## config.mk

```make
export PLATFORM = sky130hd
export DESIGN_NAME = burst_arbiter
export DESIGN_NICKNAME = d
export VERILOG_FILES = /design/src/hdl/frame_pkg.sv /design/src/hdl/burst_arbiter.sv
export SDC_FILE = /design/constraint.sdc
export NUM_CORES = 1
export LEC_CHECK = 0
export BUFFER_PORTS_ARGS = -buffer_cell sky130_fd_sc_hd__buf_2
export CAP_MARGIN = 20
export CORE_AREA = 3 3 98 100
export DETAILED_ROUTE_END_ITERATION = 10
export DIE_AREA = 0 0 101 103
export GPL_ROUTABILITY_DRIVEN = 0
export PLACE_DENSITY = 0.74
export SLEW_MARGIN = 0
export SYNTH_ARGS = -nofsm -noshare
export SYNTH_HDL_FRONTEND = slang
export SYNTH_SLANG_ARGS = --single-unit
```

## constraint.sdc

```tcl
create_clock -name ddr_clk -period 3.9 [get_ports ddr_clk]
set_input_delay 0.78 -clock ddr_clk [delete_from_list [all_inputs] [get_ports ddr_clk]]
set_output_delay 0.78 -clock ddr_clk [all_outputs]
set_load 0.01 [all_outputs]
```

## src/hdl/frame_pkg.sv

```systemverilog
// sizes and types shared by the capture core; FRAME_WORDS, BURST_LEN and FIFO_DEPTH must be powers of two
package frame_pkg;

    // --------------------------------------------------
    // sizes
    // --------------------------------------------------
    localparam int NUM_CAMS    = 4;
    localparam int FRAME_WORDS = 64;
    localparam int BURST_LEN   = 8;
    localparam int FIFO_DEPTH  = 16;

    // four writers plus the display reader at index NUM_CAMS
    localparam int NUM_REQ   = NUM_CAMS + 1;
    localparam int MEM_WORDS = NUM_CAMS * FRAME_WORDS;

    localparam int ADDR_W  = $clog2(MEM_WORDS);
    localparam int OFF_W   = $clog2(FRAME_WORDS);
    localparam int CAM_W   = $clog2(NUM_CAMS);
    localparam int REQ_W   = $clog2(NUM_REQ);
    localparam int BURST_W = $clog2(BURST_LEN);
    localparam int PTR_W   = $clog2(FIFO_DEPTH);
    localparam int CNT_W   = $clog2(FIFO_DEPTH + 1);

    // --------------------------------------------------
    // payloads
    // --------------------------------------------------
    typedef struct packed {
        logic       sof;
        logic [7:0] pix;
    } pixel_t;

    // first pixel of the word sits in data[7:0]
    typedef struct packed {
        logic        sof;
        logic [31:0] data;
    } cam_word_t;

    typedef struct packed {
        logic              we;
        logic [ADDR_W-1:0] addr;
        logic [31:0]       wdata;
    } mem_req_t;

    typedef struct packed {
        logic [CAM_W-1:0] chan;
    } read_req_t;

    typedef struct packed {
        logic [31:0]      data;
        logic             last;
        logic [CAM_W-1:0] chan;
    } frame_word_t;

endpackage

```

## src/hdl/burst_arbiter.sv

```systemverilog
// round-robin burst arbiter; grant lasts BURST_LEN cycles and one idle cycle separates bursts
`timescale 1ns/10ps

module burst_arbiter import frame_pkg::*; (
    input  logic               ddr_clk,
    input  logic               reset,
    input  logic [NUM_REQ-1:0] req,
    output logic [NUM_REQ-1:0] grant,
    input  mem_req_t           mreq_in [NUM_REQ],
    output mem_req_t           mreq
);

    logic               busy;
    logic [REQ_W-1:0]   owner;
    logic [BURST_W-1:0] beat;
    logic               pick_found;
    logic [REQ_W-1:0]   pick_idx;

    // search starts just after the last owner
    always_comb begin
        int idx;
        pick_found = 1'b0;
        pick_idx   = owner;
        for (int i = 1; i <= NUM_REQ; i++) begin
            idx = int'(owner) + i;
            if (idx >= NUM_REQ) begin
                idx = idx - NUM_REQ;
            end
            if (!pick_found && req[idx]) begin
                pick_found = 1'b1;
                pick_idx   = REQ_W'(idx);
            end
        end
    end

    // --------------------------------------------------
    // burst sequencing
    // --------------------------------------------------
    // the cycle with busy low is the idle gap
    always_ff @(posedge ddr_clk) begin
        if (reset) begin
            busy  <= 1'b0;
            owner <= REQ_W'(NUM_REQ - 1);
            beat  <= '0;
        end else if (busy) begin
            beat <= beat + 1'b1;
            if (beat == BURST_W'(BURST_LEN - 1)) begin
                busy <= 1'b0;
            end
        end else if (pick_found) begin
            busy  <= 1'b1;
            owner <= pick_idx;
            beat  <= '0;
        end
    end

    always_comb begin
        grant = '0;
        if (busy) begin
            grant[owner] = 1'b1;
        end
    end

    // idle port sees a read with we low
    assign mreq = busy ? mreq_in[owner] : '0;

endmodule

```

* Word-level counts from Yosys, hierarchy flattened
Index checks and enable logic that the tools add are counted.
W data, S select, Z words.
** Operators by class
- Add/sub/neg operators :: 11
- Order comparisons :: 13
- Equal/unequal tests :: 1
- Multiplexer cells :: 42
- Bitwise logic cells :: 2
- Reductions and logical operators :: 12
** Operator list (count)
- $lt A32 B5 Y1 const B :: 5
- $mux W32 :: 5
- $bmux W41 S3 :: 1
- $mux W41 :: 3
- $sub A4 B3 Y5 const B :: 5
- $mux W3 :: 7
- $ge A4 B3 Y1 const B :: 5
- $mux W1 :: 19
- $bmux W1 S3 :: 5
- $add A3 B2 Y4 const B :: 2
- $add A3 B3 Y4 const B :: 2
- $logic_and A1 B1 Y1 :: 5
- $mux W5 :: 1
- $reduce_bool A5 Y1 :: 1
- $add A3 B1 Y4 const B :: 1
- $ge A4 B4 Y1 const B :: 1
- $logic_not A1 Y1 :: 4
- $lt A3 B4 Y1 const B :: 1
- $not A3 Y4 :: 1
- $add A3 B1 Y3 const B :: 1
- $demux W1 S3 :: 1
- $eq A3 B3 Y1 const B :: 1
- $ge A3 B1 Y1 const B :: 1
- $reduce_and A3 Y1 :: 1
- 2 further kinds :: 2
** Word-level totals
- Bits in registers :: 7
- Bits of input ports :: 212
- Output and inout bits :: 46
- Logic and storage cells :: 84

* Logic depth before layout (Yosys ltp)
- Depth in word-level cells :: 21
- Mapped depth :: 13

* Least setup slack after synthesis
Ideal clock, no wire load.
- Path type :: reg2reg
- Start :: register owner[0]
- End :: register beat[0]
- Setup time :: 0.070 ns
- Arrival time :: 3.170 ns
- Setup slack :: 0.660 ns
- Stages on the path, launching flop included :: 13
- Buffers on the path :: 3
- Period minus slack after synthesis :: 3.240 ns
- Path through :: dfxtp_1 buf_6 inv_4 clkbuf_1 ha_1 buf_6 mux2i_2 inv_1 mux4_2 a211oi_4 nand4_4 or4b_1 a21oi_1
** Between the ends
- Cells in the longest elaborated chain, start to end :: 20
- Elaborated cells between the ends (all ways) :: 49
- Classes of those cells :: 10 x add/sub; 5 x order compare; 25 x mux; 9 x reduce/logical
** Ends and longest elaborated chain
- start: declaration :: RTL line burst_arbiter.sv:14 : logic [REQ_W-1:0] owner;
- start signal: assignment :: RTL line burst_arbiter.sv:43 : owner <= REQ_W'(NUM_REQ - 1);
- start signal: assignment :: RTL line burst_arbiter.sv:52 : owner <= pick_idx;
- $add A3 B1 Y4 :: RTL line burst_arbiter.sv:25 : idx = int'(owner) + i;
- $sub A4 B3 Y5 or $ge A4 B3 Y1 (tied branches) :: RTL line burst_arbiter.sv:27, burst_arbiter.sv:26
- $mux W32 :: RTL line burst_arbiter.sv:26 : if (idx >= NUM_REQ) begin
- $bmux W1 S3 :: RTL line burst_arbiter.sv:29 : if (!pick_found && req[idx]) begin
- $mux W1 (not written as such) (2 in series) :: RTL line burst_arbiter.sv:29
- $mux W1 :: RTL line burst_arbiter.sv:29
- $logic_not A1 Y1 :: RTL line burst_arbiter.sv:29
- $logic_and A1 B1 Y1 :: RTL line burst_arbiter.sv:29
- [3 not listed]
- $mux W1 :: RTL line burst_arbiter.sv:29
- $logic_not A1 Y1 :: RTL line burst_arbiter.sv:29
- $logic_and A1 B1 Y1 :: RTL line burst_arbiter.sv:29
- $mux W1 :: RTL line burst_arbiter.sv:29
- $logic_not A1 Y1 :: RTL line burst_arbiter.sv:29
- $logic_and A1 B1 Y1 :: RTL line burst_arbiter.sv:29
- $mux W1 (*) :: RTL line burst_arbiter.sv:29
- $reduce_bool A2 Y1 (no line) (*)
- end signal: assignment :: RTL line burst_arbiter.sv:46 : beat <= beat + 1'b1;
- end: declaration :: RTL line burst_arbiter.sv:15 : logic [BURST_W-1:0] beat;
Mark *: on every way between the ends. The rest lies on a longest branch, timed or not. The select of a mux whose other input is x is not followed.
A chain may end at the register's enable or synchronous reset.

* Worst setup path after layout
- Start :: register owner[1]
- End :: register owner[1]
** Between the ends
- Cells in the longest elaborated chain, start to end :: 20
- Elaborated cells between the ends (all ways) :: 55
- Classes of those cells :: 10 x add/sub; 5 x order compare; 30 x mux; 10 x reduce/logical
** Ends and longest elaborated chain (RTL line)
- $add A3 B1 Y4 :: burst_arbiter.sv:25
- $sub A4 B3 Y5 or $ge A4 B3 Y1 (tied branches) :: burst_arbiter.sv:27, burst_arbiter.sv:26
- $mux W32 :: burst_arbiter.sv:26
- $bmux W1 S3 :: burst_arbiter.sv:29
- $mux W1 (not written as such) (2 in series) :: burst_arbiter.sv:29
- $mux W1 :: burst_arbiter.sv:29
- $logic_not A1 Y1 :: burst_arbiter.sv:29
- $logic_and A1 B1 Y1 :: burst_arbiter.sv:29
- [3 not listed]
- $mux W1 :: burst_arbiter.sv:29
- $logic_not A1 Y1 :: burst_arbiter.sv:29
- $logic_and A1 B1 Y1 :: burst_arbiter.sv:29
- $mux W1 :: burst_arbiter.sv:29
- $logic_not A1 Y1 :: burst_arbiter.sv:29
- $logic_and A1 B1 Y1 :: burst_arbiter.sv:29
- $reduce_bool A5 Y1 (no line) or $mux W1 (tied branches)
- $reduce_and A3 Y1 (no line)
Several ways; a longest one is shown, not always the timed one. The select of a mux whose other input is x is not followed.

==> key figures <==
Status
  – Status: completed

CTS
  – Clk root buf: clkbuf_8
  – Post-cts resize count: 0
  – CTS Hold Bufs: 0
  – Setup Fix Bufs, Post-CTS: 0
  – Clock slew at reported path FFs: 0.04 ns
  – Sink Count: 7
  – Clk Latency, worst-skew pair: 0.23 ns
  – H-tree depth: 1
  – CTS Buf Count: 3
  – Clock Path Buffers: 2
  – CTS tree: yes

Die
  – Die Height: 103 microns
  – Starting Density: 36.3%
  – Rows: 34
  – Io pins: 258
  – Die width: 101 microns
  – Core area: 8760 sq um
  – Die footprint: 10400 sq um

STA
  – RSZ-0062 raised after global routing: no
  – Minimum clock period: 3.40 ns
  – Period utilisation layout: 87.1%
  – Clock Skew: 0.000428 ns
  – Max Fclk: 294 MHz
  – Setup slack after layout: 0.504 ns
  – Slew of the pin with the lowest slew margin: 0.824 ns
  – # setup viols final: 0
  – Hold WS: 0.561 ns
  – Final setup TNS: 0 ns
  – Final Hold Viols: 0
  – Final slew viol count: 0
  – Rel. slew slack: 45.0%

Place
  – Post-DP HPWL: 14100 microns
  – Port Buffers: 257
  – DP Worst Slack: 0.639 ns

Synthesis
  – Mapped cell area: 3180 sq um
  – Synth Flop Type: dfxtp_1
  – Seq cells post-synth: 7
  – Synthesized Nets: 582
  – Most frequent cells after synthesis: nor2_1 (53), mux4_2 (43), a22oi_1 (41), clkbuf_1 (21)
  – Post-synth cell types: 71
  – Synth area leader: mux4_2
  – Yosys top cell area share: 30.5%
  – Sequential area share after synthesis: 4.41%
  – Synth area leaders: mux4_2 (30%), a22oi_1 (9.7%), nor2_1 (6.3%), ha_1 (5.1%), dfxtp_1 (4.4%)
  – Top-count cell post-synth: nor2_1
  – Number of flops mapped to enable cells by yosys: 0
  – Synth warn: 0
  – Gate Count Post-Synth: 357
  – Asr flop ratio synth: 0%
  – Syn avg cell area: 8.91 sq um

Global routing
  – First-pass GRT wire length: 23600 microns
  – Total GRT Usage: 30.2%
  – Largest net degree at the start of global routing: 47
  – Vias in the first global route: 4171
  – Initial antenna violation count: 13
  – Gr ovfl total: 0

Worst hold path
  – Hold Path Class: register to register

Drt
  – Initial DRT Pass Iterations: 5
  – Final antenna-violating net count: 0
  – Routed len/inst: 23.4 microns
  – DR DRC count: 0
  – Drt total wl: 16700 microns
  – 1st-iter DRT viols: 470
  – Drt via density: 6.16
  – Vias: 4398

Worst setup path
  – CP startpoint kind: register
  – CP Capture Type: register
  – Crit path max fanout: 36
  – CP arrival: 3.53 ns
  – WP data required: 4.03 ns
  – WS Path Type: register to register

Final layout
  – Area Overhead vs Synth: 43.8%
  – Layout fillers: 892
  – Layout cells sized above 1: 56.5%
  – Nets: 819

Power and ir drop
  – P_leak: 0.00217 uW
  – Maximum VDD drop: 0.208 mV
  – Pwr Density: 549 nW/um^2
  – Final Power: 2510 uW

Job
  – Max Cap Violations: 0
==> final cells by class <==
class	count	area (sq um)	share of cell area (%)
multi-input cells	298	2790	60.9
repair buffers	267	1360	29.8
flip-flops and latches	7	145	3.18
well taps	108	135	2.96
inverters	17	66.3	1.45
clock buffers	4	45.0	0.985
diodes	13	32.5	0.712
==> layout by cell type (no fill, tap or decap), types with 5 or more instances in the layout <==
cell type,n
a22oi_1,41
mux2i_1,5
nand2_1,12
o21ai_0,12
dfxtp_1,5
nand2b_1,6
ha_1,13
buf_2,257
nor2_1,53
buf_4,10
and3_1,6
a21oi_1,11
inv_1,13
nor2b_1,5
diode_2,13
nand3_1,7
a21o_1,6
mux4_2,43
==> path summary, 6_finish.rpt <==
path                            startpoint       end  slack [ns]  cells after the start
worst max-delay path              owner[1]  owner[1]        0.50                      9
worst min-delay path               beat[2]   beat[2]        0.56                      3
worst max register to register    owner[1]  owner[1]        0.50                      9
worst min register to register     beat[2]   beat[2]        0.56                      3
==> power by group <==
part	switching [uW]	internal (uW)	total [uW]
Sequential	25.3	90.0	115
Combinational	1310	978	2290
Clock	34.1	71.0	105
Total	1370	1140	2510
==> routing by layer <==
layer | part of all wire, % | up-vias | track usage, % | wire (microns)
li1 | - | 1925 | - | -
met1 | 33 | 2072 | 34.3 | 5500
met2 | 51 | 333 | 49.2 | 8480
met3 | 8.0 | 68 | 3.65 | 1340
met4 | 8.4 | 0 | 28.6 | 1400
met5 | 0 | - | 0 | 0
==> stage by stage <==
step           instance area, sq um  cells  utilization [%]
3_5_place_dp                   4490    697             51.3
2_1_floorplan                  3180    357                -
3_3_place_gp                   4490    697             51.3
4_1_cts                        4540    701             51.8
6_report                       4570    714             52.2
5_1_grt                        4570    714             52.2
==> registers in the layout, summed over array words and instances (netlist names) <==
signal	flops
busy	1
owner	3
beat	3
==> cells by family (layout without fill, tap and decap cells) <==
group | Yosys count | count (layout) | share of synthesized area (%)
AOI/OAI and AO/OA | 123 | 123 | 30.9
and+or+nand+nor | 105 | 105 | 16.1
muxes | 52 | 52 | 34.0
buffers and inverters | 52 | 288 | 8.15
adders and majority gates | 13 | 13 | 5.12
DFF | 7 | 7 | 4.41
xor gates and xnor gates | 5 | 5 | 1.38
other | 0 | 13 | 0
==> critical path: stages, from the launching register on <==
cell      delay (ns)
dfxtp_2         0.32
buf_4           0.41
ha_1            0.43
xor2_1          0.43
o21ai_0         0.25
a221oi_1        0.53
o221ai_4        0.26
and2_1          0.23
a41o_2          0.22
a221oi_1        0.19
(Power assumes the default switching activity.)
