## config.mk

```make
export PLATFORM = sky130hd
export DESIGN_NAME = camera_writer
export DESIGN_NICKNAME = d
export VERILOG_FILES = /design/src/hdl/frame_pkg.sv /design/src/hdl/stream_fifo.sv /design/src/hdl/pixel_packer.sv /design/src/hdl/camera_writer.sv
export SDC_FILE = /design/constraint.sdc
export NUM_CORES = 1
export LEC_CHECK = 0
export ABC_AREA = 0
export CAP_MARGIN = 20
export CORE_UTILIZATION = 52
export CTS_CLUSTER_SIZE = 8
export DETAILED_ROUTE_END_ITERATION = 8
export DONT_BUFFER_PORTS = 1
export GPL_ROUTABILITY_DRIVEN = 0
export PLACE_DENSITY = 0.71
export REMOVE_ABC_BUFFERS = 1
export SLEW_MARGIN = 20
export SYNTH_ARGS = -nofsm -noshare
export SYNTH_HDL_FRONTEND = slang
export SYNTH_HIERARCHICAL = 1
export SYNTH_SLANG_ARGS = --single-unit
```

## constraint.sdc

```tcl
create_clock -name ddr_clk -period 13.8 [get_ports ddr_clk]
set_clock_uncertainty 0.1 [all_clocks]
set_input_delay 2.76 -clock ddr_clk [delete_from_list [all_inputs] [get_ports ddr_clk]]
set_output_delay 2.76 -clock ddr_clk [all_outputs]
set_load 0.005 [all_outputs]
```

## src/hdl/frame_pkg.sv

```systemverilog
// sizes and types shared by the capture core; FRAME_WORDS, BURST_LEN and FIFO_DEPTH must be powers of two
package frame_pkg;

    // --------------------------------------------------
    // sizes
    // --------------------------------------------------
    localparam int NUM_CAMS    = 4;
    localparam int FRAME_WORDS = 64;
    localparam int BURST_LEN   = 8;
    localparam int FIFO_DEPTH  = 16;

    // four writers plus the display reader at index NUM_CAMS
    localparam int NUM_REQ   = NUM_CAMS + 1;
    localparam int MEM_WORDS = NUM_CAMS * FRAME_WORDS;

    localparam int ADDR_W  = $clog2(MEM_WORDS);
    localparam int OFF_W   = $clog2(FRAME_WORDS);
    localparam int CAM_W   = $clog2(NUM_CAMS);
    localparam int REQ_W   = $clog2(NUM_REQ);
    localparam int BURST_W = $clog2(BURST_LEN);
    localparam int PTR_W   = $clog2(FIFO_DEPTH);
    localparam int CNT_W   = $clog2(FIFO_DEPTH + 1);

    // --------------------------------------------------
    // payloads
    // --------------------------------------------------
    typedef struct packed {
        logic       sof;
        logic [7:0] pix;
    } pixel_t;

    // first pixel of the word sits in data[7:0]
    typedef struct packed {
        logic        sof;
        logic [31:0] data;
    } cam_word_t;

    typedef struct packed {
        logic              we;
        logic [ADDR_W-1:0] addr;
        logic [31:0]       wdata;
    } mem_req_t;

    typedef struct packed {
        logic [CAM_W-1:0] chan;
    } read_req_t;

    typedef struct packed {
        logic [31:0]      data;
        logic             last;
        logic [CAM_W-1:0] chan;
    } frame_word_t;

endpackage

```

## src/hdl/stream_fifo.sv

```systemverilog
// single-clock FIFO, FIFO_DEPTH must be a power of two, out_data is valid only while out_valid is high
`timescale 1ns/10ps

module stream_fifo import frame_pkg::*; #(
    parameter type payload_t = logic
) (
    input  logic             ddr_clk,
    input  logic             reset,
    input  logic             in_valid,
    output logic             in_ready,
    input  payload_t         in_data,
    output logic             out_valid,
    input  logic             out_ready,
    output payload_t         out_data,
    output logic [CNT_W-1:0] count
);

    payload_t         mem [FIFO_DEPTH];
    logic [PTR_W-1:0] wr_ptr;
    logic [PTR_W-1:0] rd_ptr;
    logic             push;
    logic             pop;

    assign in_ready  = (count != CNT_W'(FIFO_DEPTH));
    assign out_valid = (count != '0);
    assign push      = in_valid && in_ready;
    assign pop       = out_valid && out_ready;

    // head entry shows without a register stage
    assign out_data = mem[rd_ptr];

    always_ff @(posedge ddr_clk) begin
        if (reset) begin
            wr_ptr <= '0;
            rd_ptr <= '0;
            count  <= '0;
        end else begin
            if (push) begin
                wr_ptr <= wr_ptr + 1'b1;
            end
            if (pop) begin
                rd_ptr <= rd_ptr + 1'b1;
            end
            count <= count + CNT_W'(push) - CNT_W'(pop);
        end
    end

    always_ff @(posedge ddr_clk) begin
        if (push) begin
            mem[wr_ptr] <= in_data;
        end
    end

endmodule

```

## src/hdl/pixel_packer.sv

```systemverilog
// packs four pixels into a word low byte first; a sof in mid-word discards the partial word
`timescale 1ns/10ps

module pixel_packer import frame_pkg::*; (
    input  logic      ddr_clk,
    input  logic      reset,
    input  logic      pix_valid,
    output logic      pix_ready,
    input  pixel_t    pix,
    output logic      word_valid,
    input  logic      word_ready,
    output cam_word_t word
);

    logic [1:0]  byte_cnt;
    logic [23:0] acc;
    logic        acc_sof;
    logic        pix_fire;

    // hold off pixels while a full word is still waiting
    assign pix_ready = !word_valid || word_ready;
    assign pix_fire  = pix_valid && pix_ready;

    always_ff @(posedge ddr_clk) begin
        if (reset) begin
            byte_cnt   <= '0;
            acc_sof    <= 1'b0;
            word_valid <= 1'b0;
        end else begin
            if (word_valid && word_ready) begin
                word_valid <= 1'b0;
            end
            if (pix_fire) begin
                if (pix.sof) begin
                    acc_sof  <= 1'b1;
                    byte_cnt <= 2'd1;
                end else if (byte_cnt == 2'd3) begin
                    word_valid <= 1'b1;
                    acc_sof    <= 1'b0;
                    byte_cnt   <= '0;
                end else begin
                    byte_cnt <= byte_cnt + 1'b1;
                end
            end
        end
    end

    // byte lanes and the finished word
    always_ff @(posedge ddr_clk) begin
        if (pix_fire) begin
            if (pix.sof) begin
                acc[7:0] <= pix.pix;
            end else if (byte_cnt == 2'd3) begin
                word.data <= {pix.pix, acc};
                word.sof  <= acc_sof;
            end else begin
                acc[byte_cnt * 8 +: 8] <= pix.pix;
            end
        end
    end

endmodule

```

## src/hdl/camera_writer.sv

```systemverilog
// one camera channel writing region cam_index; word offset restarts on sof and wraps at FRAME_WORDS
`timescale 1ns/10ps

module camera_writer import frame_pkg::*; #(
    parameter int cam_index = 0
) (
    input  logic     ddr_clk,
    input  logic     reset,
    input  logic     pix_valid,
    output logic     pix_ready,
    input  pixel_t   pix,
    output logic     req,
    input  logic     grant,
    output mem_req_t mreq
);

    logic             word_valid;
    logic             word_ready;
    cam_word_t        word;
    logic             fifo_valid;
    cam_word_t        fifo_word;
    logic [CNT_W-1:0] fifo_count;
    logic [OFF_W-1:0] wr_off;
    logic [OFF_W-1:0] cur_off;

    pixel_packer u_packer (
        .ddr_clk    (ddr_clk),
        .reset      (reset),
        .pix_valid  (pix_valid),
        .pix_ready  (pix_ready),
        .pix        (pix),
        .word_valid (word_valid),
        .word_ready (word_ready),
        .word       (word)
    );

    stream_fifo #(
        .payload_t (cam_word_t)
    ) u_word_fifo (
        .ddr_clk   (ddr_clk),
        .reset     (reset),
        .in_valid  (word_valid),
        .in_ready  (word_ready),
        .in_data   (word),
        .out_valid (fifo_valid),
        .out_ready (grant),
        .out_data  (fifo_word),
        .count     (fifo_count)
    );

    // --------------------------------------------------
    // burst request and address
    // --------------------------------------------------
    // a full burst must already sit in the FIFO
    assign req = (fifo_count >= CNT_W'(BURST_LEN));

    assign cur_off = fifo_word.sof ? '0 : wr_off;

    always_comb begin
        mreq.we    = fifo_valid;
        mreq.addr  = ADDR_W'(cam_index * FRAME_WORDS) + ADDR_W'(cur_off);
        mreq.wdata = fifo_word.data;
    end

    always_ff @(posedge ddr_clk) begin
        if (reset) begin
            wr_off <= '0;
        end else if (grant && fifo_valid) begin
            wr_off <= (cur_off == OFF_W'(FRAME_WORDS - 1)) ? '0 : cur_off + 1'b1;
        end
    end

endmodule

```

== Word-level counts from Yosys, hierarchy flattened ==
Memory sizes are Yosys's and may differ from the RTL's. A register that Yosys moved wholly into a read port is not among the register bits.
Cells that the tools add are included.
Word-level totals
  input bits: 13
  bits in registers: 80
  output and inout bits: 43
  bits in writable memories: 528
  memories: 1
Operators by class
  reduce and logical (&&, ||, !) cells: 11
  eq/ne operators: 4
  bitwise operators: 2
  magnitude comparators: 1
  add/sub/neg operators: 7
  multiplexer cells: 17
  shift operators: 2
Memories
  u_word_fifo.mem: depth 16, width 33, rd ports 1, clocked after Yosys merged registers in 1, wr ports 1, line stream_fifo.sv:18  | payload_t mem [FIFO_DEPTH];
Operators by type and width (count)
  $neg 5->34: 1
  $shift 8x34->24 const A: 1
  $shiftx 8x34->24: 1
  $bwmux 24: 1
  $mux 8: 2
  $mux 6: 2
  $add 4x1->4 const B: 2
  $mux 1: 8
  $mux 4: 2
  $add 6x1->6 const B: 1
  $eq 6x6->1 const B: 1
  $reduce_and 3->1: 2
  $add 5x1->5: 1
  $ge 5x4->1 const B: 1
  $ne 5x5->1 const B: 1
  $reduce_bool 5->1: 1
  $sub 5x1->5: 1
  $mux 2: 2
  $reduce_and 2->1: 2
  $logic_and 1x1->1: 3
  $add 2x1->2 const B: 1
  $eq 2x2->1 const B: 1
  $ne 2x2->1 const B: 1
  $not 1->1: 2
  3 further kinds: 3

== Depth between registers and ports, before layout ==
  word-level depth: 6
  depth in mapped cells: 15

== By module ==
Netlist, hierarchy kept.
Modules (own cells, without submodules)
  stream_fifo: times used 1, area each 20791.2 um^2, cells an instance 918
  pixel_packer: times used 1, area each 2162.1 um^2, cells an instance 117
  camera_writer: times used 1, area each 404.1 um^2, cells an instance 53

== Least setup slack after synthesis ==
No wires, ideal clock.
  path type: in2reg
  from: in pix[8] (netlist name)
  to: reg u_packer/word[0] (netlist name)
  library setup time: 0.465 ns
  path slack: 8.050 ns
  arrival: 5.185 ns
  data required time: 13.235 ns
  path buffers: 1
  cell stages on the path: 2
  path through: buf_6 > nor3_1
Between the ends
  cells in the longest elaborated chain, start to end: 2
RTL lines
  start, declared: line camera_writer.sv:11  | input pixel_t pix,
  $not 1->1 (no source line)
  $reduce_and 3->1 (no source line)
No other way between the ends.
A chain may end at the register's enable or synchronous reset.

==> summary.md <==
| Metric | Value |
|---|---|
| Fin nets | `1183` |
| Largest net degree at the start of global routing | `54` |
| Synth Flop Type | `edfxtp_1` |
| Total gr overflow | `0` |
| Layout cells sized above 1 | `0.226` |
| R2r endpoint | `wr_off[4]$_SDFFE_PP0P_` |
| Peak VDD IR | `0.000114 V` |
| Ys async rst share | `0` |
| Post-route ant nets | `0` |
| Max incr delay on CP | `0.89 ns` |
| Post-Syn Instances | `1088` |
| RSZ-0062 raised after global routing | `false` |
| IO Pins | `56` |
| Count of input and output buffers | `0` |
| CP Cell Sequence | `buf_4 > mux4_2 > a22oi_1 > nand2_1 > nand2b_1 > inv_1` |
| HPWL after detailed placement | `24600 microns` |
| Worst min-delay path class | `reg2reg` |
| Final Non-Filler Cells | `1776` |
| CP max-delay cell | `dfxtp_4` |
| Detailed-route via count | `11000` |
| Mapped Avg Cell Area | `21.5 sq um` |
| Clk_lat worst skew | `0.60 ns` |
| Detailed Routing Iterations Pass 1 | `6` |
| DR WL/cell | `27.1 microns` |
| Synth area leader | `edfxtp_1` |
| Power consumption | `4.46 mW` |
| First-pass GRT wire length | `72000 microns` |
| # placed instances | `1656` |
| Max Cap Viol | `0` |
| CTS tree | `yes` |
| Final Max Tran Viols | `0` |
| Crit path kind | `reg2out` |
| Final Hold Vio Count | `0` |
| Area of placed instances | `24100 sq um` |
| Std-Cell Rows | `77` |
| Post-synth EDFFs | `585` |
| Finished Cell Area | `26400 sq um` |
| Count of different cell masters after synthesis | `51` |
| Max Freq | `0.147 GHz` |
| CP startpoint kind | `register` |
| Pwr/cell area | `169 nW/um^2` |
| Deepest clock path buffer count | `3` |
| Setup tns final | `0 ns` |
| Buffer type at the clock tree root | `clkbuf_16` |
| Tcrit/Tclk final | `0.493` |
| Final setup viols | `0` |
| Number of global-route vias before repair | `11600` |
| Worst-Margin Slew | `1.10 ns` |
| Resized cells post-CTS | `0` |
| DR vias/cell | `6.18` |
| CTS Buf Count | `86` |
| CP arrival | `3.94 ns` |
| Post-CTS Setup Repair Bufs | `0` |
| Critical Path Sink | `mreq[35]` |
| Mapped Area | `23400 sq um` |
| Final min period | `6.80 ns` |
| Residual DRC count | `0` |
| GRT Total Usage | `0.216` |
| Cts hold-fix bufs | `0` |
| Clock Sinks | `612` |
| Max-slew headroom | `0.263` |
| Area contributors post-synth | `edfxtp_1 75%, mux4_2 11%, dfxtp_1 2.3%` |
| R2r worst-path depth | `10` |
| CP Max Fanout | `47` |
| Setup crit end kind | `output port` |
| Area of the core | `44200 sq um` |
| Warning count from the yosys run | `6` |
| Share of the synthesized area in the top cell type | `0.752` |
| R2R Setup Slk | `9.47 ns` |
| DRT Wirelength | `48100 microns` |
| Post-synthesis sequential area ratio | `0.775` |
| DIE AREA | `45800 sq um` |
| Die height | `214 microns` |
| Final core utilization | `0.598` |
| H-tree depth | `3` |
| Reg clk slew, reported paths | `0.05 ns` |
| Area delta synth->final | `13.2%` |
| Chip Width | `214 microns` |
| Worst path required time | `10.94 ns` |
| Initial Utilization | `0.528` |
| Flops & latches, synth | `612` |
| Initial antenna violation count | `0` |
| LEAKAGE | `8.37 nW` |
| 1st-iter DRT viols | `1123` |
| Status | `complete, no violations` |
layer usage:
metal  wire length (microns)  share of wire  global-route usage  vias to the layer above
met5                       0              0                   0                        -
met4                     953          0.020              0.0703                        0
met3                    4050          0.084              0.0446                       79
met2                   23400           0.49               0.342                      491
met1                   19700           0.41               0.303                     5790
li1                        -              -                   -                     4610
cells in the mapped netlist (all sizes together), types with 6 or more instances:
library cell	number
mux4	132
dfxtp	27
o21ai	6
nor2b	19
nor2	17
a21oi	13
nand2	42
inv	22
clkbuf	25
ha	17
a22oi	66
buf	30
nand3	11
and2	27
edfxtp	585
area by class of cell:
class / instances / area, sq um
multi-input combinational: 400 / 4900
timing repair buffer: 30 / 225
clock inverter: 7 / 95.1
fill: 3030 / 17800
clock buffer: 112 / 2270
sequential: 612 / 18100
inverter: 22 / 82.6
tap: 592 / 741
antenna: 1 / 2.50
how the worst min path moves through the flow:
| stage | from | slack, ns | depth (start not counted) | to |
|---|---|---|---|---|
| finish | u_packer/acc[21]$_DFFE_PP_ | 0.32 | 0 | u_packer/word[21]$_DFFE_PP_ |
| global route | u_packer/acc[21]$_DFFE_PP_ | 0.32 | 0 | u_packer/word[21]$_DFFE_PP_ |
| CTS | u_packer/acc[17]$_DFFE_PP_ | 0.32 | 0 | u_packer/word[17]$_DFFE_PP_ |
| detailed placement | u_packer/acc[17]$_DFFE_PP_ | 0.30 | 0 | u_packer/word[17]$_DFFE_PP_ |
| global placement | u_packer/acc[2]$_DFFE_PP_ | 0.30 | 0 | u_packer/word[2]$_DFFE_PP_ |
| floorplan | u_packer/acc[0]$_DFFE_PP_ | 0.30 | 0 | u_packer/word[0]$_DFFE_PP_ |
critical path: cells and delay by family (launching register included):
kind	cells	cell delay [ns]
compound gates	1	0.20
buf+inv	2	0.96
flops	1	0.89
mux	1	0.60
simple gates	2	0.65
placed cells by master, fill, tap and decap left out, drive strengths merged, types with 3 or more instances in the layout:
cell	synthesis	final
edfxtp	585	585
nand3	11	11
nand2	42	42
nor4	4	4
clkinv	0	3
inv	22	26
clkbuf	25	112
or4	3	3
nor2	17	17
dfxtp	27	27
ha	17	17
nor3b	3	3
nor2b	19	19
nor3	4	4
a22oi	66	66
mux4	132	132
xor2	5	5
a21oi	13	13
buf	30	30
and2	27	27
o21ai	6	6
where the power goes:
part / switching (mW) / internal, mW / leakage (nW)
combinational: 0.229 / 0.285 / 1.67
sequential: 0.0527 / 2.03 / 5.55
clock: 0.726 / 1.14 / 1.15
through the flow:
stage | setup WS, ns | hold WS, ns
2_1_floorplan | 4.32 | 0.300
3_3_place_gp | 7.57 | 0.302
3_5_place_dp | 7.52 | 0.305
4_1_cts | 6.87 | 0.317
5_1_grt | 6.64 | 0.320
6_report | 7.00 | 0.316
logic make-up after synthesis:
kind of cell / after synthesis / synth area share
AOI/OAI and AO/OA: 97 / 0.0292
DFF: 612 / 0.775
and+or+nand+nor: 144 / 0.0329
muxes: 132 / 0.130
buffers and inverters: 77 / 0.0197
other: 1 / 0.000161
xor gates and xnor gates: 7 / 0.00262
adders and majority gates: 18 / 0.00996
registers in the layout, summed over array words and instances, names as in the netlist, named ones only:
name                 count
u_word_fifo/rd_ptr       4
u_packer/acc_sof         1
u_word_fifo/mem        528
wr_off                   6
u_word_fifo/wr_ptr       4
u_word_fifo/count        5
u_packer/word_valid      1
u_packer/acc            24
u_packer/word           33
u_packer/byte_cnt        2
Note: power is estimated with default switching activity, not from simulation.
