===== src/hdl/frame_pkg.sv =====
// sizes and types shared by the capture core; FRAME_WORDS, BURST_LEN and FIFO_DEPTH must be powers of two
package frame_pkg;

    // --------------------------------------------------
    // sizes
    // --------------------------------------------------
    localparam int NUM_CAMS    = 4;
    localparam int FRAME_WORDS = 64;
    localparam int BURST_LEN   = 8;
    localparam int FIFO_DEPTH  = 16;

    // four writers plus the display reader at index NUM_CAMS
    localparam int NUM_REQ   = NUM_CAMS + 1;
    localparam int MEM_WORDS = NUM_CAMS * FRAME_WORDS;

    localparam int ADDR_W  = $clog2(MEM_WORDS);
    localparam int OFF_W   = $clog2(FRAME_WORDS);
    localparam int CAM_W   = $clog2(NUM_CAMS);
    localparam int REQ_W   = $clog2(NUM_REQ);
    localparam int BURST_W = $clog2(BURST_LEN);
    localparam int PTR_W   = $clog2(FIFO_DEPTH);
    localparam int CNT_W   = $clog2(FIFO_DEPTH + 1);

    // --------------------------------------------------
    // payloads
    // --------------------------------------------------
    typedef struct packed {
        logic       sof;
        logic [7:0] pix;
    } pixel_t;

    // first pixel of the word sits in data[7:0]
    typedef struct packed {
        logic        sof;
        logic [31:0] data;
    } cam_word_t;

    typedef struct packed {
        logic              we;
        logic [ADDR_W-1:0] addr;
        logic [31:0]       wdata;
    } mem_req_t;

    typedef struct packed {
        logic [CAM_W-1:0] chan;
    } read_req_t;

    typedef struct packed {
        logic [31:0]      data;
        logic             last;
        logic [CAM_W-1:0] chan;
    } frame_word_t;

endpackage


===== src/hdl/stream_fifo.sv =====
// single-clock FIFO, FIFO_DEPTH must be a power of two, out_data is valid only while out_valid is high
`timescale 1ns/10ps

module stream_fifo import frame_pkg::*; #(
    parameter type payload_t = logic
) (
    input  logic             ddr_clk,
    input  logic             reset,
    input  logic             in_valid,
    output logic             in_ready,
    input  payload_t         in_data,
    output logic             out_valid,
    input  logic             out_ready,
    output payload_t         out_data,
    output logic [CNT_W-1:0] count
);

    payload_t         mem [FIFO_DEPTH];
    logic [PTR_W-1:0] wr_ptr;
    logic [PTR_W-1:0] rd_ptr;
    logic             push;
    logic             pop;

    assign in_ready  = (count != CNT_W'(FIFO_DEPTH));
    assign out_valid = (count != '0);
    assign push      = in_valid && in_ready;
    assign pop       = out_valid && out_ready;

    // head entry shows without a register stage
    assign out_data = mem[rd_ptr];

    always_ff @(posedge ddr_clk) begin
        if (reset) begin
            wr_ptr <= '0;
            rd_ptr <= '0;
            count  <= '0;
        end else begin
            if (push) begin
                wr_ptr <= wr_ptr + 1'b1;
            end
            if (pop) begin
                rd_ptr <= rd_ptr + 1'b1;
            end
            count <= count + CNT_W'(push) - CNT_W'(pop);
        end
    end

    always_ff @(posedge ddr_clk) begin
        if (push) begin
            mem[wr_ptr] <= in_data;
        end
    end

endmodule


===== src/hdl/display_reader.sv =====
// streams one whole frame per request; req_ready returns only after the last word leaves the output
`timescale 1ns/10ps

module display_reader import frame_pkg::*; (
    input  logic        ddr_clk,
    input  logic        reset,
    input  logic        req_valid,
    output logic        req_ready,
    input  read_req_t   read_req,
    output logic        req,
    input  logic        grant,
    output mem_req_t    mreq,
    input  logic [31:0] rdata,
    output logic        out_valid,
    input  logic        out_ready,
    output frame_word_t frame_out
);

    logic             busy;
    logic [CAM_W-1:0] chan;
    logic [OFF_W:0]   issue_cnt;
    logic [OFF_W:0]   ret_cnt;
    logic [OFF_W:0]   in_flight;
    logic             grant_d;
    logic             push;
    logic             push_ready;
    frame_word_t      push_word;
    logic [CNT_W-1:0] fifo_count;

    assign req_ready = !busy;
    assign in_flight = issue_cnt - ret_cnt;

    // --------------------------------------------------
    // read burst issue
    // --------------------------------------------------
    // reserve room for words already issued plus one more burst
    assign req = busy && (int'(issue_cnt) < FRAME_WORDS) &&
                 (int'(fifo_count) + int'(in_flight) + BURST_LEN <= FIFO_DEPTH);

    always_comb begin
        mreq.we    = 1'b0;
        mreq.addr  = ADDR_W'(int'(chan) * FRAME_WORDS + int'(issue_cnt[OFF_W-1:0]));
        mreq.wdata = '0;
    end

    // read data lands one cycle behind the grant
    assign push = grant_d && push_ready;

    always_comb begin
        push_word.data = rdata;
        push_word.last = (int'(ret_cnt) == FRAME_WORDS - 1);
        push_word.chan = chan;
    end

    always_ff @(posedge ddr_clk) begin
        if (reset) begin
            busy      <= 1'b0;
            chan      <= '0;
            issue_cnt <= '0;
            ret_cnt   <= '0;
            grant_d   <= 1'b0;
        end else begin
            grant_d <= grant;
            if (req_valid && req_ready) begin
                busy      <= 1'b1;
                chan      <= read_req.chan;
                issue_cnt <= '0;
                ret_cnt   <= '0;
            end else begin
                if (grant) begin
                    issue_cnt <= issue_cnt + 1'b1;
                end
                if (push) begin
                    ret_cnt <= ret_cnt + 1'b1;
                end
                if (out_valid && out_ready && frame_out.last) begin
                    busy <= 1'b0;
                end
            end
        end
    end

    stream_fifo #(
        .payload_t (frame_word_t)
    ) u_out_fifo (
        .ddr_clk   (ddr_clk),
        .reset     (reset),
        .in_valid  (push),
        .in_ready  (push_ready),
        .in_data   (push_word),
        .out_valid (out_valid),
        .out_ready (out_ready),
        .out_data  (frame_out),
        .count     (fifo_count)
    );

endmodule


===== config.mk =====
export PLATFORM = sky130hd
export DESIGN_NAME = display_reader
export DESIGN_NICKNAME = d
export VERILOG_FILES = /design/src/hdl/frame_pkg.sv /design/src/hdl/stream_fifo.sv /design/src/hdl/display_reader.sv
export SDC_FILE = /design/constraint.sdc
export NUM_CORES = 1
export LEC_CHECK = 0
export ABC_AREA = 0
export CAP_MARGIN = 25
export CORE_MARGIN = 2
export CORE_UTILIZATION = 63
export CTS_CLUSTER_SIZE = 30
export DETAILED_ROUTE_END_ITERATION = 6
export DONT_BUFFER_PORTS = 1
export GPL_TIMING_DRIVEN = 0
export PLACE_DENSITY = 0.78
export SETUP_SLACK_MARGIN = 0.3
export SYNTH_ARGS = -nofsm -noshare
export SYNTH_HDL_FRONTEND = slang
export SYNTH_HIERARCHICAL = 1
export SYNTH_SLANG_ARGS = --single-unit
export TNS_END_PERCENT = 100

===== constraint.sdc =====
create_clock -name ddr_clk -period 5 [get_ports ddr_clk]
set_clock_uncertainty 0.2 [all_clocks]
set_input_delay 0.25 -clock ddr_clk [delete_from_list [all_inputs] [get_ports ddr_clk]]
set_output_delay 0.25 -clock ddr_clk [all_outputs]
set_load 0.02 [all_outputs]

---- Yosys cells after proc, flatten, opt, wreduce, memory -nomap -nowiden ----
Memories as Yosys holds them, arrays and structs flattened. A register that Yosys moved wholly into a read port is not among the register bits.
Index checks and enable logic that the tools add are counted.
storage, ports and cells
  RAM bits ................................ 560
  bits of input ports ..................... 39
  register bits after elaboration ......... 31
  memories ................................ 1
  logic and storage cells ................. 40
memory list
  name            depth  width  read ports  clocked after memory_dff  wr ports  RTL line           text
  u_out_fifo.mem  16     35     1           1                         1         stream_fifo.sv:18  payload_t mem [FIFO_DEPTH];
cells by class
  reductions and logical operators ........ 11
  $add $sub $neg .......................... 10
  equality and inequality tests ........... 2
  mux-type cells .......................... 6
  order comparisons ....................... 2
operators by type and width
  operator                                                                           count
  7-bit by 1-bit adder with 7-bit output (second input constant)                     2
  8-bit by 4-bit adder with 9-bit output (second input constant)                     1
  9-bit by 5-bit less-or-equal comparator with 1-bit output (second input constant)  1
  4-bit by 1-bit adder with 4-bit output (second input constant)                     2
  5-bit by 7-bit adder with 8-bit output                                             1
  8-bit by 6-bit adder with 8-bit output                                             1
  4-bit 2-to-1 mux                                                                   2
  7-bit == test (second input constant)                                              1
  1-bit logical AND                                                                  7
  7-bit less-than comparator (second input constant)                                 1
  7-bit subtractor                                                                   1
  5-bit by 1-bit adder with 5-bit output                                             1
  5-bit != test (second input constant)                                              1
  5-bit nonzero test                                                                 1
  5-bit by 1-bit subtractor with 5-bit output                                        1
  1-bit 2-to-1 mux                                                                   4
  2-bit nonzero test                                                                 1
  2-bit OR reduction                                                                 1
  1-bit zero test                                                                    1

---- Logic depth before layout (Yosys ltp) ----
  depth in word-level cells ............... 5
  gate-level depth with buffers ........... 15

---- Cells and area by module ----
The synthesis kept the hierarchy.
by module, submodules not included
  module          seq. area each (um^2)  cells each  instances  area an instance (um^2)
  stream_fifo     17156.5                969         1          22165.0
  display_reader  360.3                  198         1          1620.3

---- Worst setup path after synthesis ----
Ideal clock, no wire load.
  path type ............................... reg-to-reg
  start ................................... register u_out_fifo.count[2]
  end ..................................... memory u_out_fifo/mem[0][0] in the netlist's numbering, enable pin
  period minus slack after synthesis ...... 4.490 ns
  buffers on the path ..................... 1
  cell stages (with the launch flop) ...... 10
  arrival ................................. 3.819 ns
  data required time ...................... 4.329 ns
  path slack .............................. 0.510 ns
  path through ............................ dfxtp_1 inv_1 ha_1 nand4bb_1 nand2_1 clkinv_2 and2_1 clkbuf_1 nand2_1 nor3_1
on the way
  cells in the longest elaborated chain, start to end .. 5
RTL lines
  item                                    RTL line              text
  start: declaration                      stream_fifo.sv:15     output logic [CNT_W-1:0] count
  start signal: assignment                stream_fifo.sv:44     count <= count + CNT_W'(push) - CNT_W'(pop);
  5-bit != test                           stream_fifo.sv:24     assign in_ready = (count != CNT_W'(FIFO_DEPTH));
  named net push_ready                    display_reader.sv:26  logic push_ready;
  1-bit logical AND                       display_reader.sv:47  assign push = grant_d && push_ready;
  named net push                          display_reader.sv:25  logic push;
  1-bit logical AND                       stream_fifo.sv:26     assign push = in_valid && in_ready;
  named net u_out_fifo.push               stream_fifo.sv:21     logic push;
  1-bit 2-to-1 mux                        stream_fifo.sv:49     if (push) begin
  1-bit 2-to-1 mux (not written as such)  stream_fifo.sv:50     mem[wr_ptr] <= in_data;
  end: declaration                        stream_fifo.sv:18
The timed path passes the listed nets, and every way through them passes these cells.

---- Worst setup path after layout ----
  start ................................... register ret_cnt[1]
  end ..................................... output port req
on the way
  cells in the longest elaborated chain, start to end .. 5
RTL lines
  item                                                       RTL line              text
  start: declaration                                         display_reader.sv:22  logic [OFF_W:0] ret_cnt;
  start signal: assignment                                   display_reader.sv:74  ret_cnt <= ret_cnt + 1'b1;
  7-bit subtractor                                           display_reader.sv:31  assign in_flight = issue_cnt - ret_cnt;
  5-bit by 7-bit adder with 8-bit output                     display_reader.sv:38  (int'(fifo_count) + int'(in_flight) + BURST_LEN <= FIFO_DEPTH);
  8-bit by 4-bit adder with 9-bit output                     display_reader.sv:38
  9-bit by 5-bit less-or-equal comparator with 1-bit output  display_reader.sv:38
  1-bit logical AND                                          display_reader.sv:37  assign req = busy && (int'(issue_cnt) < FRAME_WORDS) &&
  end: declaration                                           display_reader.sv:10  output logic req,
Every way passes these cells.

==> flow_summary.ini <==
[status]
status = finished clean

[worst_hold_path]
hp-class = input pin to flop

[die]
dieArea_sq_mm = 0.03932
die_x_um = 198.3
coreArea_sq_mm = 0.03740
start_util_pct = 63.60
die_y_um = 198.3
rows = 71
io_pins = 118

[setup_path]
cp_top_family = compound AO/OA/AOI/OAI gates
start_kind = flop
cp-end-kind = output port
cpMostUsedCell = ha_1
max_stage_delay_ns = 0.44
critPathArrivalTime_ns = 3.65
crit_fanout = 5
worstSetupPathType = flop to output port
crit_slowest_cell = dfxtp_1
crit_buf_inv = 2
ff2ff_setup_slack_ns = 1.38
path_cells = inv_1 > ha_1 > nor2b_1 > o21a_1 > o21a_1 > or2_1 > ha_1 > inv_1 > ha_1 > a211o_1 > o21ai_1 > o2111ai_1 > a211oi_2
worstPathRequired_ns = 4.55

[cells_and_area]
fillers = 2051
ff_latch_area_sq_mm = 0.01752
multiInputGateArea_sq_mm = 0.005655
nets = 1397
layout-drive-gt1-share_pct = 20.64
syn2layout_area_growth_pct = 14.91
stdcell_area_sq_mm = 0.02733

[yosys]
netlist_instances = 1167
synthMuxAreaShare_pct = 14.37
synth_area_leaders = edfxtp_1, mux4_2, mux4_1
yosys_warnings = 6
ys_top_cells_by_count = edfxtp_1, mux4_2, a22oi_1, mux4_1, nand2_1
yosys.area_share.simple_pct = 2.762
synth_seq_cells = 595
synth_top_cell_by_area = edfxtp_1
yosys.cell_types.count = 52
synth_top_area_share_pct = 70.70
seq_area_frac_synth_pct = 73.65
synth_top_family_by_area = multiplexers
synth-compound-area-share_pct = 3.188
synth_area_sq_mm = 0.02379
synthAdderAreaFrac_pct = 1.778
postSynthAreaPerCell_sq_um = 20.38
synth_edf_count = 560
synthArstFlopShare_pct = 0
synth_xor_area_share_pct = 0.6996
synth_most_common_cell = edfxtp_1
ys.flop_type = edfxtp_1

[timing]
worst-slew-pin-transition_ns = 1.015
fmax_ghz = 0.2441
rsz0062_at_grt = false
min_period_ns = 4.097
slew_viol_final = 0
setup_violations = 0
slew_headroom_pct = 32.06
min_period_over_period_pct = 81.94
holdWs_ns = 0.1483
hold_violations = 0
setup_ws_ns = 0.9032

[global_routing]
grtUsageMet3_pct = 5.025
met2_usage_pct = 44.60
grt_pass1_wl_mm = 75.47
grt_max_degree = 25
grt.met1_usage_pct = 37.04
grt-ovfl-total = 0
first_global_vias = 12000
top_usage_layer = met2
antenna_found_initial = 3
grt_usage_pct = 26.80

[power_and_ir_drop]
vdd_ir_drop_max_uv = 348.7
p_leak_nw = 9.095
p_per_area_mw_per_mm2 = 449.3

[clock_network]
clkLatencyLatePin_ns = 0.60
clock-root-buffer = clkbuf_16
numCtsBuffers = 56
clk_path_buf_depth = 3
ctsResizeCount = 0
clock-sinks = 595
clkTransAtPathRegs_ns = 0.06
cts_max_level = 2
tritoncts = built
cts_setup_buffers = 0

[detailed_routing]
drc = 0
drt_iter0_drc = 1296
via_per_inst = 6.343
avgRoutedWirePerCell_um = 27.20
vias = 11950
ant_nets = 0
drt_wl_total_mm = 51.25
drtPass1Iterations = 5

[place]
post_dp_cell_area_sq_mm = 0.02511
io_buffers = 0
place_ws_ns = 1.524
gp_congestion = 0.7953
place_hpwl_mm = 30.44

[run]
cap_viol_max_count = 0
state kept, by name, summed over array words and instances, names as in the netlist, named ones only:
register	flops
issue_cnt	7
u_out_fifo/count	5
u_out_fifo/mem	560
u_out_fifo/rd_ptr	4
ret_cnt	7
chan	2
u_out_fifo/wr_ptr	4
grant_d	1
busy	1
per-stage QoR:
stage                     cells  TNS [ns]  util (%)  total power [mW]
final                      1884         0     73.08             12.28
after global placement     1710   -377.35     65.63             7.998
after detailed placement   1739         0     67.15             8.090
after CTS                  1882         0     73.07             12.34
after global routing       1883         0     73.08             12.67
after floorplan            1199         0         -             7.582
timing repair:
| action | in CTS | in global routing |
|---|---|---|
| hold endpoints to repair | 541 | 0 |
| hold buffers | 40 | 0 |
| setup endpoints to repair | 0 | 0 |
worst register-to-register path: stages (launching register included):
cell	delay, ns
dfxtp_1	0.30
clkbuf_1	0.35
buf_2	0.36
clkbuf_1	0.55
mux4_1	0.42
a22oi_1	0.19
nand2_1	0.26
nand3_1	0.19
a21oi_1	0.09
nor2_1	0.11
dlygate4sd3_1	0.55
final cells by class:
type                       count  area share [%]
sequential                   595           64.09
multi-input combinational    477           20.69
clock buffer                  64           5.315
timing repair buffer          69           3.140
buffer                        97           2.669
tap                          511           2.339
clock inverter                39           1.323
inverter                      30          0.4166
antenna                        2         0.01831
path summary, 6_finish.rpt:
kind	endpoint	cells past startpoint	start
worst max-delay path	req	13	ret_cnt[1]
worst min-delay path	ret_cnt[1]	4	req_valid
worst max register to register	busy	10	flop
worst min register to register	ret_cnt[5]	2	ret_cnt[5]
routing by layer:
| metal | wire length [um] | vias to the layer above |
|---|---|---|
| met4 | 1214 | 2 |
| met1 | 19930 | 6204 |
| met5 | 15 | - |
| li1 | - | 5046 |
| met2 | 25740 | 613 |
| met3 | 4340 | 86 |
cell usage in the layout, fill, tap and decap left out, drive strengths merged, types with 8 or more instances in the layout:
cell type      n
clkinv        28
conb          33
nand3          8
edfxtp       560
buf          102
a21oi         11
inv           31
dlygate4sd3   40
nor2b         10
clkbuf        88
nor2          44
dfxtp         35
xnor2          9
xor2          10
a22oi         70
nor3           8
ha            29
nand2         50
mux4         140
where the power goes:
| group | switching, mW | total, mW | internal, mW |
|---|---|---|---|
| sequential | 0.0669 | 5.62 | 5.55 |
| clock | 1.79 | 4.19 | 2.40 |
| combinational | 1.33 | 2.47 | 1.14 |
| total | 3.19 | 12.3 | 9.09 |
kinds of logic (layout without fill, tap and decap cells):
group / after synthesis / after routing
xor gates and xnor gates: 19 / 19
DFF: 595 / 595
and+or+nand+nor: 143 / 143
buffers and inverters: 127 / 299
adders and majority gates: 32 / 32
AOI/OAI and AO/OA: 105 / 105
other: 1 / 35
muxes: 145 / 145
Note: power is estimated with default switching activity, not from simulation.
